===== src/verilog/xbar_geom_pkg.sv =====
// tile array size, coordinate and port index types, coordinate to index conversions
package xbar_geom_pkg;

  localparam int num_x_lp = 2;
  localparam int num_y_lp = 2;
  localparam int num_ports_lp = num_x_lp * num_y_lp;

  localparam int x_cord_width_lp = 1;
  localparam int y_cord_width_lp = 1;
  localparam int port_idx_width_lp = $clog2(num_ports_lp);

  typedef logic [x_cord_width_lp-1:0] x_cord_t;
  typedef logic [y_cord_width_lp-1:0] y_cord_t;
  // y above x, as the coordinates sit in a packet
  typedef logic [y_cord_width_lp+x_cord_width_lp-1:0] cord_t;
  typedef logic [port_idx_width_lp-1:0] port_idx_t;

  // row-major flat index
  function automatic port_idx_t cord_to_idx(input cord_t cord);
    y_cord_t y;
    x_cord_t x;
    {y, x} = cord;
    return port_idx_t'(int'(y) * num_x_lp + int'(x));
  endfunction

  function automatic cord_t idx_to_cord(input port_idx_t idx);
    y_cord_t y;
    x_cord_t x;
    y = y_cord_t'(int'(idx) / num_x_lp);
    x = x_cord_t'(int'(idx) % num_x_lp);
    return {y, x};
  endfunction

endpackage


===== src/verilog/xbar_pkt_pkg.sv =====
// packet field widths, crossbar word widths, forward and reverse packet types
package xbar_pkt_pkg;

  localparam int addr_width_lp = 8;
  localparam int data_width_lp = 16;

  // request opcode and return type fields
  localparam int fwd_op_width_lp = 2;
  localparam int rev_type_width_lp = 2;

  // y and x together
  localparam int cord_width_lp = $bits(xbar_geom_pkg::cord_t);

  // fwd: op, addr, data, src y/x, dst y/x in the lowest bits
  localparam int fwd_pkt_width_lp =
    fwd_op_width_lp + addr_width_lp + data_width_lp + 2 * cord_width_lp;
  // rev: type, data, dst y/x in the lowest bits
  localparam int rev_pkt_width_lp = rev_type_width_lp + data_width_lp + cord_width_lp;

  // coordinates swapped for the flat index inside the crossbar
  localparam int fwd_xbar_width_lp =
    fwd_pkt_width_lp - cord_width_lp + $bits(xbar_geom_pkg::port_idx_t);
  localparam int rev_xbar_width_lp =
    rev_pkt_width_lp - cord_width_lp + $bits(xbar_geom_pkg::port_idx_t);

  typedef logic [fwd_pkt_width_lp-1:0] fwd_pkt_t;
  typedef logic [rev_pkt_width_lp-1:0] rev_pkt_t;

endpackage


===== src/verilog/link_to_crossbar.sv =====
// link adapter: destination coordinates to port index on entry, index back to coordinates on exit
`timescale 1ns/1ps

module link_to_crossbar #(
  parameter int width_p = 30,
  localparam int xbar_width_lp = width_p - $bits(xbar_geom_pkg::cord_t)
                                 + $bits(xbar_geom_pkg::port_idx_t)
) (
  // tile side, entering
  input  logic [xbar_geom_pkg::num_ports_lp-1:0]                    in_valid_i,
  input  logic [xbar_geom_pkg::num_ports_lp-1:0][width_p-1:0]       in_data_i,
  output logic [xbar_geom_pkg::num_ports_lp-1:0]                    in_ready_o,
  // crossbar side, entering
  output logic [xbar_geom_pkg::num_ports_lp-1:0]                    xbar_valid_o,
  output logic [xbar_geom_pkg::num_ports_lp-1:0][xbar_width_lp-1:0] xbar_data_o,
  input  logic [xbar_geom_pkg::num_ports_lp-1:0]                    xbar_ready_i,
  // crossbar side, leaving
  input  logic [xbar_geom_pkg::num_ports_lp-1:0]                    xbar_valid_i,
  input  logic [xbar_geom_pkg::num_ports_lp-1:0][xbar_width_lp-1:0] xbar_data_i,
  output logic [xbar_geom_pkg::num_ports_lp-1:0]                    xbar_ready_o,
  // tile side, leaving
  output logic [xbar_geom_pkg::num_ports_lp-1:0]                    out_valid_o,
  output logic [xbar_geom_pkg::num_ports_lp-1:0][width_p-1:0]       out_data_o,
  input  logic [xbar_geom_pkg::num_ports_lp-1:0]                    out_ready_i
);

  import xbar_geom_pkg::*;

  // handshakes pass straight through
  assign xbar_valid_o = in_valid_i;
  assign in_ready_o   = xbar_ready_i;
  assign out_valid_o  = xbar_valid_i;
  assign xbar_ready_o = out_ready_i;

  for (genvar p = 0; p < num_ports_lp; p++) begin : g_port
    // entry: body kept, low coordinates replaced by index
    assign xbar_data_o[p] = {
      in_data_i[p][width_p-1:$bits(cord_t)],
      cord_to_idx(in_data_i[p][$bits(cord_t)-1:0])
    };

    // exit: index turned back into coordinates
    assign out_data_o[p] = {
      xbar_data_i[p][xbar_width_lp-1:$bits(port_idx_t)],
      idx_to_cord(xbar_data_i[p][$bits(port_idx_t)-1:0])
    };
  end

endmodule


===== src/verilog/rr_arbiter.sv =====
// round-robin arbiter over the crossbar ports, pointer moves on completed transfer
`timescale 1ns/1ps

module rr_arbiter (
  input  logic                                   clk_i,
  input  logic                                   rst_n_i,
  input  logic [xbar_geom_pkg::num_ports_lp-1:0] req_i,
  output logic [xbar_geom_pkg::num_ports_lp-1:0] grant_o,
  input  logic                                   advance_i
);

  import xbar_geom_pkg::*;

  port_idx_t last_q;
  port_idx_t hold_idx_q;
  logic      hold_q;
  port_idx_t cand;
  port_idx_t win_idx;
  logic      found;

  always_comb begin
    grant_o = '0;
    win_idx = last_q;
    found   = 1'b0;
    cand    = last_q;
    if (hold_q) begin
      // stalled winner keeps the output until it transfers
      found   = 1'b1;
      win_idx = hold_idx_q;
    end else begin
      // scan starts just after the last winner, wraps around to it
      for (int k = 1; k <= num_ports_lp; k++) begin
        cand = last_q + port_idx_t'(k);
        if (!found && req_i[cand]) begin
          found   = 1'b1;
          win_idx = cand;
        end
      end
    end
    if (found) begin
      grant_o[win_idx] = 1'b1;
    end
  end

  always_ff @(posedge clk_i) begin
    if (!rst_n_i) begin
      // port 0 comes first after reset
      last_q <= port_idx_t'(num_ports_lp - 1);
      hold_q <= 1'b0;
    end else if (advance_i) begin
      last_q <= win_idx;
      hold_q <= 1'b0;
    end else if (found) begin
      hold_q <= 1'b1;
    end
  end

  always_ff @(posedge clk_i) begin
    if (found && !advance_i) begin
      hold_idx_q <= win_idx;
    end
  end

endmodule


===== src/verilog/crossbar_o_by_i.sv =====
// crossbar: two-entry queue per input, round-robin arbiter and output mux per output
`timescale 1ns/1ps

module crossbar_o_by_i #(
  parameter int width_p = 30
) (
  input  logic                                              clk_i,
  input  logic                                              rst_n_i,
  input  logic [xbar_geom_pkg::num_ports_lp-1:0]              valid_i,
  input  logic [xbar_geom_pkg::num_ports_lp-1:0][width_p-1:0] data_i,
  output logic [xbar_geom_pkg::num_ports_lp-1:0]              ready_o,
  output logic [xbar_geom_pkg::num_ports_lp-1:0]              valid_o,
  output logic [xbar_geom_pkg::num_ports_lp-1:0][width_p-1:0] data_o,
  input  logic [xbar_geom_pkg::num_ports_lp-1:0]              ready_i
);

  import xbar_geom_pkg::*;

  // queue storage and pointers, one set per input
  logic [width_p-1:0] q_mem [num_ports_lp][2];
  logic [num_ports_lp-1:0] wr_ptr_q;
  logic [num_ports_lp-1:0] rd_ptr_q;
  logic [num_ports_lp-1:0][1:0] count_q;

  logic [num_ports_lp-1:0] push;
  logic [num_ports_lp-1:0] pop;
  logic [num_ports_lp-1:0] head_valid;
  logic [num_ports_lp-1:0][width_p-1:0] head_data;
  port_idx_t [num_ports_lp-1:0] head_dest;

  // indexed [output][input]
  logic [num_ports_lp-1:0][num_ports_lp-1:0] req;
  logic [num_ports_lp-1:0][num_ports_lp-1:0] grant;
  logic [num_ports_lp-1:0] advance;

  for (genvar p = 0; p < num_ports_lp; p++) begin : g_in
    assign ready_o[p]    = (count_q[p] != 2'd2);
    assign push[p]       = valid_i[p] & ready_o[p];
    assign head_valid[p] = (count_q[p] != 2'd0);
    assign head_data[p]  = q_mem[p][rd_ptr_q[p]];
    // flat destination index sits in the low bits
    assign head_dest[p]  = head_data[p][$bits(port_idx_t)-1:0];

    always_ff @(posedge clk_i) begin
      if (!rst_n_i) begin
        wr_ptr_q[p] <= 1'b0;
        rd_ptr_q[p] <= 1'b0;
        count_q[p]  <= 2'd0;
      end else begin
        if (push[p]) begin
          wr_ptr_q[p] <= ~wr_ptr_q[p];
        end
        if (pop[p]) begin
          rd_ptr_q[p] <= ~rd_ptr_q[p];
        end
        if (push[p] && !pop[p]) begin
          count_q[p] <= count_q[p] + 2'd1;
        end else if (pop[p] && !push[p]) begin
          count_q[p] <= count_q[p] - 2'd1;
        end
      end
    end

    always_ff @(posedge clk_i) begin
      if (push[p]) begin
        q_mem[p][wr_ptr_q[p]] <= data_i[p];
      end
    end
  end

  for (genvar o = 0; o < num_ports_lp; o++) begin : g_out
    for (genvar p = 0; p < num_ports_lp; p++) begin : g_req
      assign req[o][p] = head_valid[p] && (head_dest[p] == port_idx_t'(o));
    end

    assign valid_o[o] = |grant[o];
    assign advance[o] = valid_o[o] & ready_i[o];

    rr_arbiter arb_i (
      .clk_i     (clk_i),
      .rst_n_i   (rst_n_i),
      .req_i     (req[o]),
      .grant_o   (grant[o]),
      .advance_i (advance[o])
    );

    // one-hot grant, so an or of masked heads is the mux
    always_comb begin
      data_o[o] = '0;
      for (int p = 0; p < num_ports_lp; p++) begin
        if (grant[o][p]) begin
          data_o[o] = data_o[o] | head_data[p];
        end
      end
    end
  end

  // a head leaves when the output that granted it transfers
  always_comb begin
    pop = '0;
    for (int p = 0; p < num_ports_lp; p++) begin
      for (int o = 0; o < num_ports_lp; o++) begin
        pop[p] = pop[p] | (grant[o][p] & advance[o]);
      end
    end
  end

endmodule


===== src/verilog/manycore_crossbar.sv =====
// top level: forward and reverse networks, each an adapter and a crossbar
`timescale 1ns/1ps

module manycore_crossbar (
  input  logic                                                 clk_i,
  input  logic                                                 rst_n_i,
  // forward request network
  input  logic [xbar_geom_pkg::num_ports_lp-1:0]                 fwd_in_valid_i,
  input  xbar_pkt_pkg::fwd_pkt_t [xbar_geom_pkg::num_ports_lp-1:0] fwd_in_data_i,
  output logic [xbar_geom_pkg::num_ports_lp-1:0]                 fwd_in_ready_o,
  output logic [xbar_geom_pkg::num_ports_lp-1:0]                 fwd_out_valid_o,
  output xbar_pkt_pkg::fwd_pkt_t [xbar_geom_pkg::num_ports_lp-1:0] fwd_out_data_o,
  input  logic [xbar_geom_pkg::num_ports_lp-1:0]                 fwd_out_ready_i,
  // reverse return network
  input  logic [xbar_geom_pkg::num_ports_lp-1:0]                 rev_in_valid_i,
  input  xbar_pkt_pkg::rev_pkt_t [xbar_geom_pkg::num_ports_lp-1:0] rev_in_data_i,
  output logic [xbar_geom_pkg::num_ports_lp-1:0]                 rev_in_ready_o,
  output logic [xbar_geom_pkg::num_ports_lp-1:0]                 rev_out_valid_o,
  output xbar_pkt_pkg::rev_pkt_t [xbar_geom_pkg::num_ports_lp-1:0] rev_out_data_o,
  input  logic [xbar_geom_pkg::num_ports_lp-1:0]                 rev_out_ready_i
);

  import xbar_geom_pkg::*;
  import xbar_pkt_pkg::*;

  // fwd
  logic [num_ports_lp-1:0]                        fwd_to_xbar_valid;
  logic [num_ports_lp-1:0][fwd_xbar_width_lp-1:0] fwd_to_xbar_data;
  logic [num_ports_lp-1:0]                        fwd_to_xbar_ready;
  logic [num_ports_lp-1:0]                        fwd_from_xbar_valid;
  logic [num_ports_lp-1:0][fwd_xbar_width_lp-1:0] fwd_from_xbar_data;
  logic [num_ports_lp-1:0]                        fwd_from_xbar_ready;

  link_to_crossbar #(.width_p(fwd_pkt_width_lp)) fwd_link_i (
    .in_valid_i   (fwd_in_valid_i),
    .in_data_i    (fwd_in_data_i),
    .in_ready_o   (fwd_in_ready_o),
    .xbar_valid_o (fwd_to_xbar_valid),
    .xbar_data_o  (fwd_to_xbar_data),
    .xbar_ready_i (fwd_to_xbar_ready),
    .xbar_valid_i (fwd_from_xbar_valid),
    .xbar_data_i  (fwd_from_xbar_data),
    .xbar_ready_o (fwd_from_xbar_ready),
    .out_valid_o  (fwd_out_valid_o),
    .out_data_o   (fwd_out_data_o),
    .out_ready_i  (fwd_out_ready_i)
  );

  crossbar_o_by_i #(.width_p(fwd_xbar_width_lp)) fwd_xbar_i (
    .clk_i   (clk_i),
    .rst_n_i (rst_n_i),
    .valid_i (fwd_to_xbar_valid),
    .data_i  (fwd_to_xbar_data),
    .ready_o (fwd_to_xbar_ready),
    .valid_o (fwd_from_xbar_valid),
    .data_o  (fwd_from_xbar_data),
    .ready_i (fwd_from_xbar_ready)
  );

  // rev, independent of fwd
  logic [num_ports_lp-1:0]                        rev_to_xbar_valid;
  logic [num_ports_lp-1:0][rev_xbar_width_lp-1:0] rev_to_xbar_data;
  logic [num_ports_lp-1:0]                        rev_to_xbar_ready;
  logic [num_ports_lp-1:0]                        rev_from_xbar_valid;
  logic [num_ports_lp-1:0][rev_xbar_width_lp-1:0] rev_from_xbar_data;
  logic [num_ports_lp-1:0]                        rev_from_xbar_ready;

  link_to_crossbar #(.width_p(rev_pkt_width_lp)) rev_link_i (
    .in_valid_i   (rev_in_valid_i),
    .in_data_i    (rev_in_data_i),
    .in_ready_o   (rev_in_ready_o),
    .xbar_valid_o (rev_to_xbar_valid),
    .xbar_data_o  (rev_to_xbar_data),
    .xbar_ready_i (rev_to_xbar_ready),
    .xbar_valid_i (rev_from_xbar_valid),
    .xbar_data_i  (rev_from_xbar_data),
    .xbar_ready_o (rev_from_xbar_ready),
    .out_valid_o  (rev_out_valid_o),
    .out_data_o   (rev_out_data_o),
    .out_ready_i  (rev_out_ready_i)
  );

  crossbar_o_by_i #(.width_p(rev_xbar_width_lp)) rev_xbar_i (
    .clk_i   (clk_i),
    .rst_n_i (rst_n_i),
    .valid_i (rev_to_xbar_valid),
    .data_i  (rev_to_xbar_data),
    .ready_o (rev_to_xbar_ready),
    .valid_o (rev_from_xbar_valid),
    .data_o  (rev_from_xbar_data),
    .ready_i (rev_from_xbar_ready)
  );

endmodule


===== config.mk =====
export PLATFORM = sky130hd
export DESIGN_NAME = manycore_crossbar
export DESIGN_NICKNAME = d
export VERILOG_FILES = /design/src/verilog/xbar_geom_pkg.sv /design/src/verilog/xbar_pkt_pkg.sv /design/src/verilog/link_to_crossbar.sv /design/src/verilog/rr_arbiter.sv /design/src/verilog/crossbar_o_by_i.sv /design/src/verilog/manycore_crossbar.sv
export SDC_FILE = /design/constraint.sdc
export NUM_CORES = 1
export LEC_CHECK = 0
export ABC_AREA = 0
export BUFFER_PORTS_ARGS = -buffer_cell sky130_fd_sc_hd__buf_2
export CAP_MARGIN = 20
export CORE_MARGIN = 2
export CORE_UTILIZATION = 40
export DETAILED_ROUTE_END_ITERATION = 12
export GPL_TIMING_DRIVEN = 0
export PLACE_DENSITY = 0.69
export SKIP_LAST_GASP = 1
export SLEW_MARGIN = 20
export SYNTH_ARGS = -nofsm -noshare
export SYNTH_HDL_FRONTEND = slang
export SYNTH_SLANG_ARGS = --single-unit

===== constraint.sdc =====
create_clock -name clk_i -period 7.8 [get_ports clk_i]
set_input_delay 1.56 -clock clk_i [delete_from_list [all_inputs] [get_ports clk_i]]
set_output_delay 1.56 -clock clk_i [all_outputs]
set_load 0.03 [all_outputs]

==> summary.md <==
| Metric | Value |
|---|---|
| Nets | slightly below 3k |
| Post-synthesis cell count | roughly 2.2k |
| Synth async-reset ratio | 0 |
| Vias/cell | roughly 6.1 |
| CTS root buf | clkbuf_16 |
| Post-CTS sizing | 0 |
| YS warnings | 0 |
| Max Slew Vio Count | 0 |
| Initial Util | 0.404 |
| Register area share after synthesis | 0.547 |
| Pin count of the biggest net entering global routing | 31 |
| Setup TNS | 0 ns |
| Mean Syn Cell Area | ~11 um2 |
| Post-synth EDFFs | approximately 420 |
| DIE AREA | around 64,000 um2 |
| Clock transition at the registers of the reported paths | about 0.060 ns |
| DRT Pass-1 Iters | 8 |
| Top post-synthesis cells by area | edfxtp_1 (50%), mux2i_1 (7.0%), o211ai_1 (4.9%) |
| First-pass GRT wire length | 135,000 um |
| Hold Path Class | reg2reg |
| Layout cells sized above 1 | 0.262 |
| CTS max path bufs | 3 |
| CTS tree | built |
| GRT Total Usage | 0.285 |
| Achievable Freq | about 170 MHz |
| Top_reg_cell synth | edfxtp_1 |
| Commonest non-fill, non-tap cell in the layout | buf_2 |
| Hold WS | 0.540 ns |
| Synth top area share | 0.502 |
| Synthesized flop and latch total | between 400 and 500 |
| Max_slew headroom | 0.282 |
| Number of remaining DRC errors | 0 |
| Routed WL | roughly 95,000 um |
| Vias in the first global route | 20.8k |
| Final Cycle Share | 0.775 |
| Fin crit period | about 6.0 ns |
| Fill count | around 5.6k |
| Final hold vios | 0 |
| Die width | around 250 um |
| Placeable Area | 61,600 um2 |
| Setup Buffers After CTS | 0 |
| Vias after detailed routing | between 20k and 25k |
| Clock Skew | 0.0306 ns |
| Worst Path Class, Setup | reg2out |
| CP startpoint kind | flip-flop |
| Syn nets | approximately 2.4k |
| DRT antenna net count | 0 |
| Most frequent cells in the layout | buf_2 (468), edfxtp_1 (416), nand2_1 (224) |
| RSZ-0062 raised after global routing | no |
| Initial antenna violation count | between 40 and 50 |
| Clock net sink count | 472 |
| Peak fanout along the critical path | 10 |
| CP endpoint kind | output pin |
| Max Cap Viol | 0 |
| Status | completed |
| Area Overhead vs Synth | 20.6% |
| I/O Buffers | ~430 |
| Ports | around 430 |
| Synth cell types | slightly above 80 |
| Die Y | roughly 250 um |
| Num CTS Buffers | between 40 and 50 |
| Final Setup Violations | 0 |
| Dpl hpwl | 73,200 um |
| Latest clock arrival within the worst-skew pair | ~0.6 ns |
| Worst EP required | between 6 and 7 ns |
| Synthesized area | 24,900 um2 |
| Row cnt | 91 |
| WL/cell | about 26 um |
| Crit path DAT | 4.48 ns |
| RePlAce Congestion | about 1 |
| Post-CTS Hold Fix Bufs | 0 |
| Grt ovf | 0 |
| H-tree depth | 2 |
| Worst-Margin Slew | around 1.1 ns |
| Post-synth top area cell | edfxtp_1 |
| Initial drt markers | 2,828 |
==> stage by stage <==
stage / instances / area [um2] / utilization / worst slack [ns]
after CTS: 3552 / 30000 / 0.487 / 1.87
after floorplan: 2182 / 24900 / - / 3.41
final: 3571 / 30000 / 0.488 / 1.76
after global routing: 3565 / 30000 / 0.487 / 1.48
after global placement: 3451 / 28100 / 0.456 / 2.70
after detailed placement: 3462 / 28400 / 0.461 / 2.54
==> flip-flops by register name, summed over array words and instances, names as in the netlist <==
signal / count
fwd_xbar_i.g_out.arb_i.hold_q: 4
fwd_xbar_i.rd_ptr_q: 4
rev_xbar_i.wr_ptr_q: 4
fwd_xbar_i.wr_ptr_q: 4
rev_xbar_i.g_out.arb_i.hold_idx_q: 8
rev_xbar_i.count_q: 8
rev_xbar_i.q_mem: 160
fwd_xbar_i.g_out.arb_i.hold_idx_q: 8
rev_xbar_i.rd_ptr_q: 4
rev_xbar_i.g_out.arb_i.hold_q: 4
fwd_xbar_i.g_out.arb_i.last_q: 8
fwd_xbar_i.q_mem: 240
fwd_xbar_i.count_q: 8
rev_xbar_i.g_out.arb_i.last_q: 8
==> cells by family after synthesis <==
kind of cell,Yosys count,synth area share
xor gates and xnor gates,16,0.00563
and+or+nand+nor,561,0.108
AOI/OAI and AO/OA,619,0.178
muxes,276,0.120
DFF,472,0.547
buffers and inverters,230,0.0375
adders and majority gates,8,0.00402
==> final timing paths <==
check                                 startpoint                            endpoint  slack, ns  depth (start not counted)
max          fwd_xbar_i.rd_ptr_q[1]$_SDFFE_PN0P_                  fwd_out_data_o[89]       1.76                         11
min reg2reg   fwd_xbar_i.count_q[7]$_SDFFE_PN0P_  fwd_xbar_i.count_q[7]$_SDFFE_PN0P_       0.54                          2
min           fwd_xbar_i.count_q[7]$_SDFFE_PN0P_  fwd_xbar_i.count_q[7]$_SDFFE_PN0P_       0.54                          2
max reg2reg  rev_xbar_i.rd_ptr_q[0]$_SDFFE_PN0P_  rev_xbar_i.count_q[5]$_SDFFE_PN0P_       3.57                         11
==> area by class of cell <==
| cell class | count | area, um2 | area share |
|---|---|---|---|
| clock inverter | 26 | 260 | 0.00867 |
| inverter | 69 | 259 | 0.00862 |
| tap | 837 | 1050 | 0.0349 |
| buffer | 161 | 676 | 0.0225 |
| sequential | 472 | 13600 | 0.453 |
| clock buffer | 64 | 1350 | 0.0448 |
| antenna | 19 | 47.5 | 0.00158 |
| multi-input combinational | 1480 | 10400 | 0.347 |
| timing repair buffer | 443 | 2370 | 0.0790 |
==> worst max-delay path, stage by stage, from the launching register on <==
cell and delay [ns]:
dfxtp_1 0.31, buf_2 0.24, mux2i_1 0.74, nand3_1 0.30, a21oi_1 0.21, mux2_2 0.16, o21ai_1 0.08, nor2_1 0.73
clkbuf_1 0.46, o211ai_1 0.17, o221ai_1 0.19, buf_2 0.27
==> per-layer routing <==
metal	vias to the layer above	share of wire	global-route usage
li1	9500	-	-
met1	10600	0.38	0.364
met2	1343	0.46	0.451
met3	297	0.11	0.0809
met4	42	0.048	0.120
met5	-	0.0028	0
==> synthesized netlist by cell type (36+ instances only) <==
master    instances
edfxtp_1        416
nand2_1         224
mux2i_1         175
a21oi_1         172
o211ai_1        161
clkbuf_1        106
nor2_1          101
mux2_2           87
o221ai_1         69
inv_1            62
o22ai_1          62
dfxtp_1          56
and2_1           42
nand3_1          37
buf_2            36
Power is left out: the tool's default activity adds up to more than one toggle a clock period on the data nets, which glitch-free logic cannot reach.
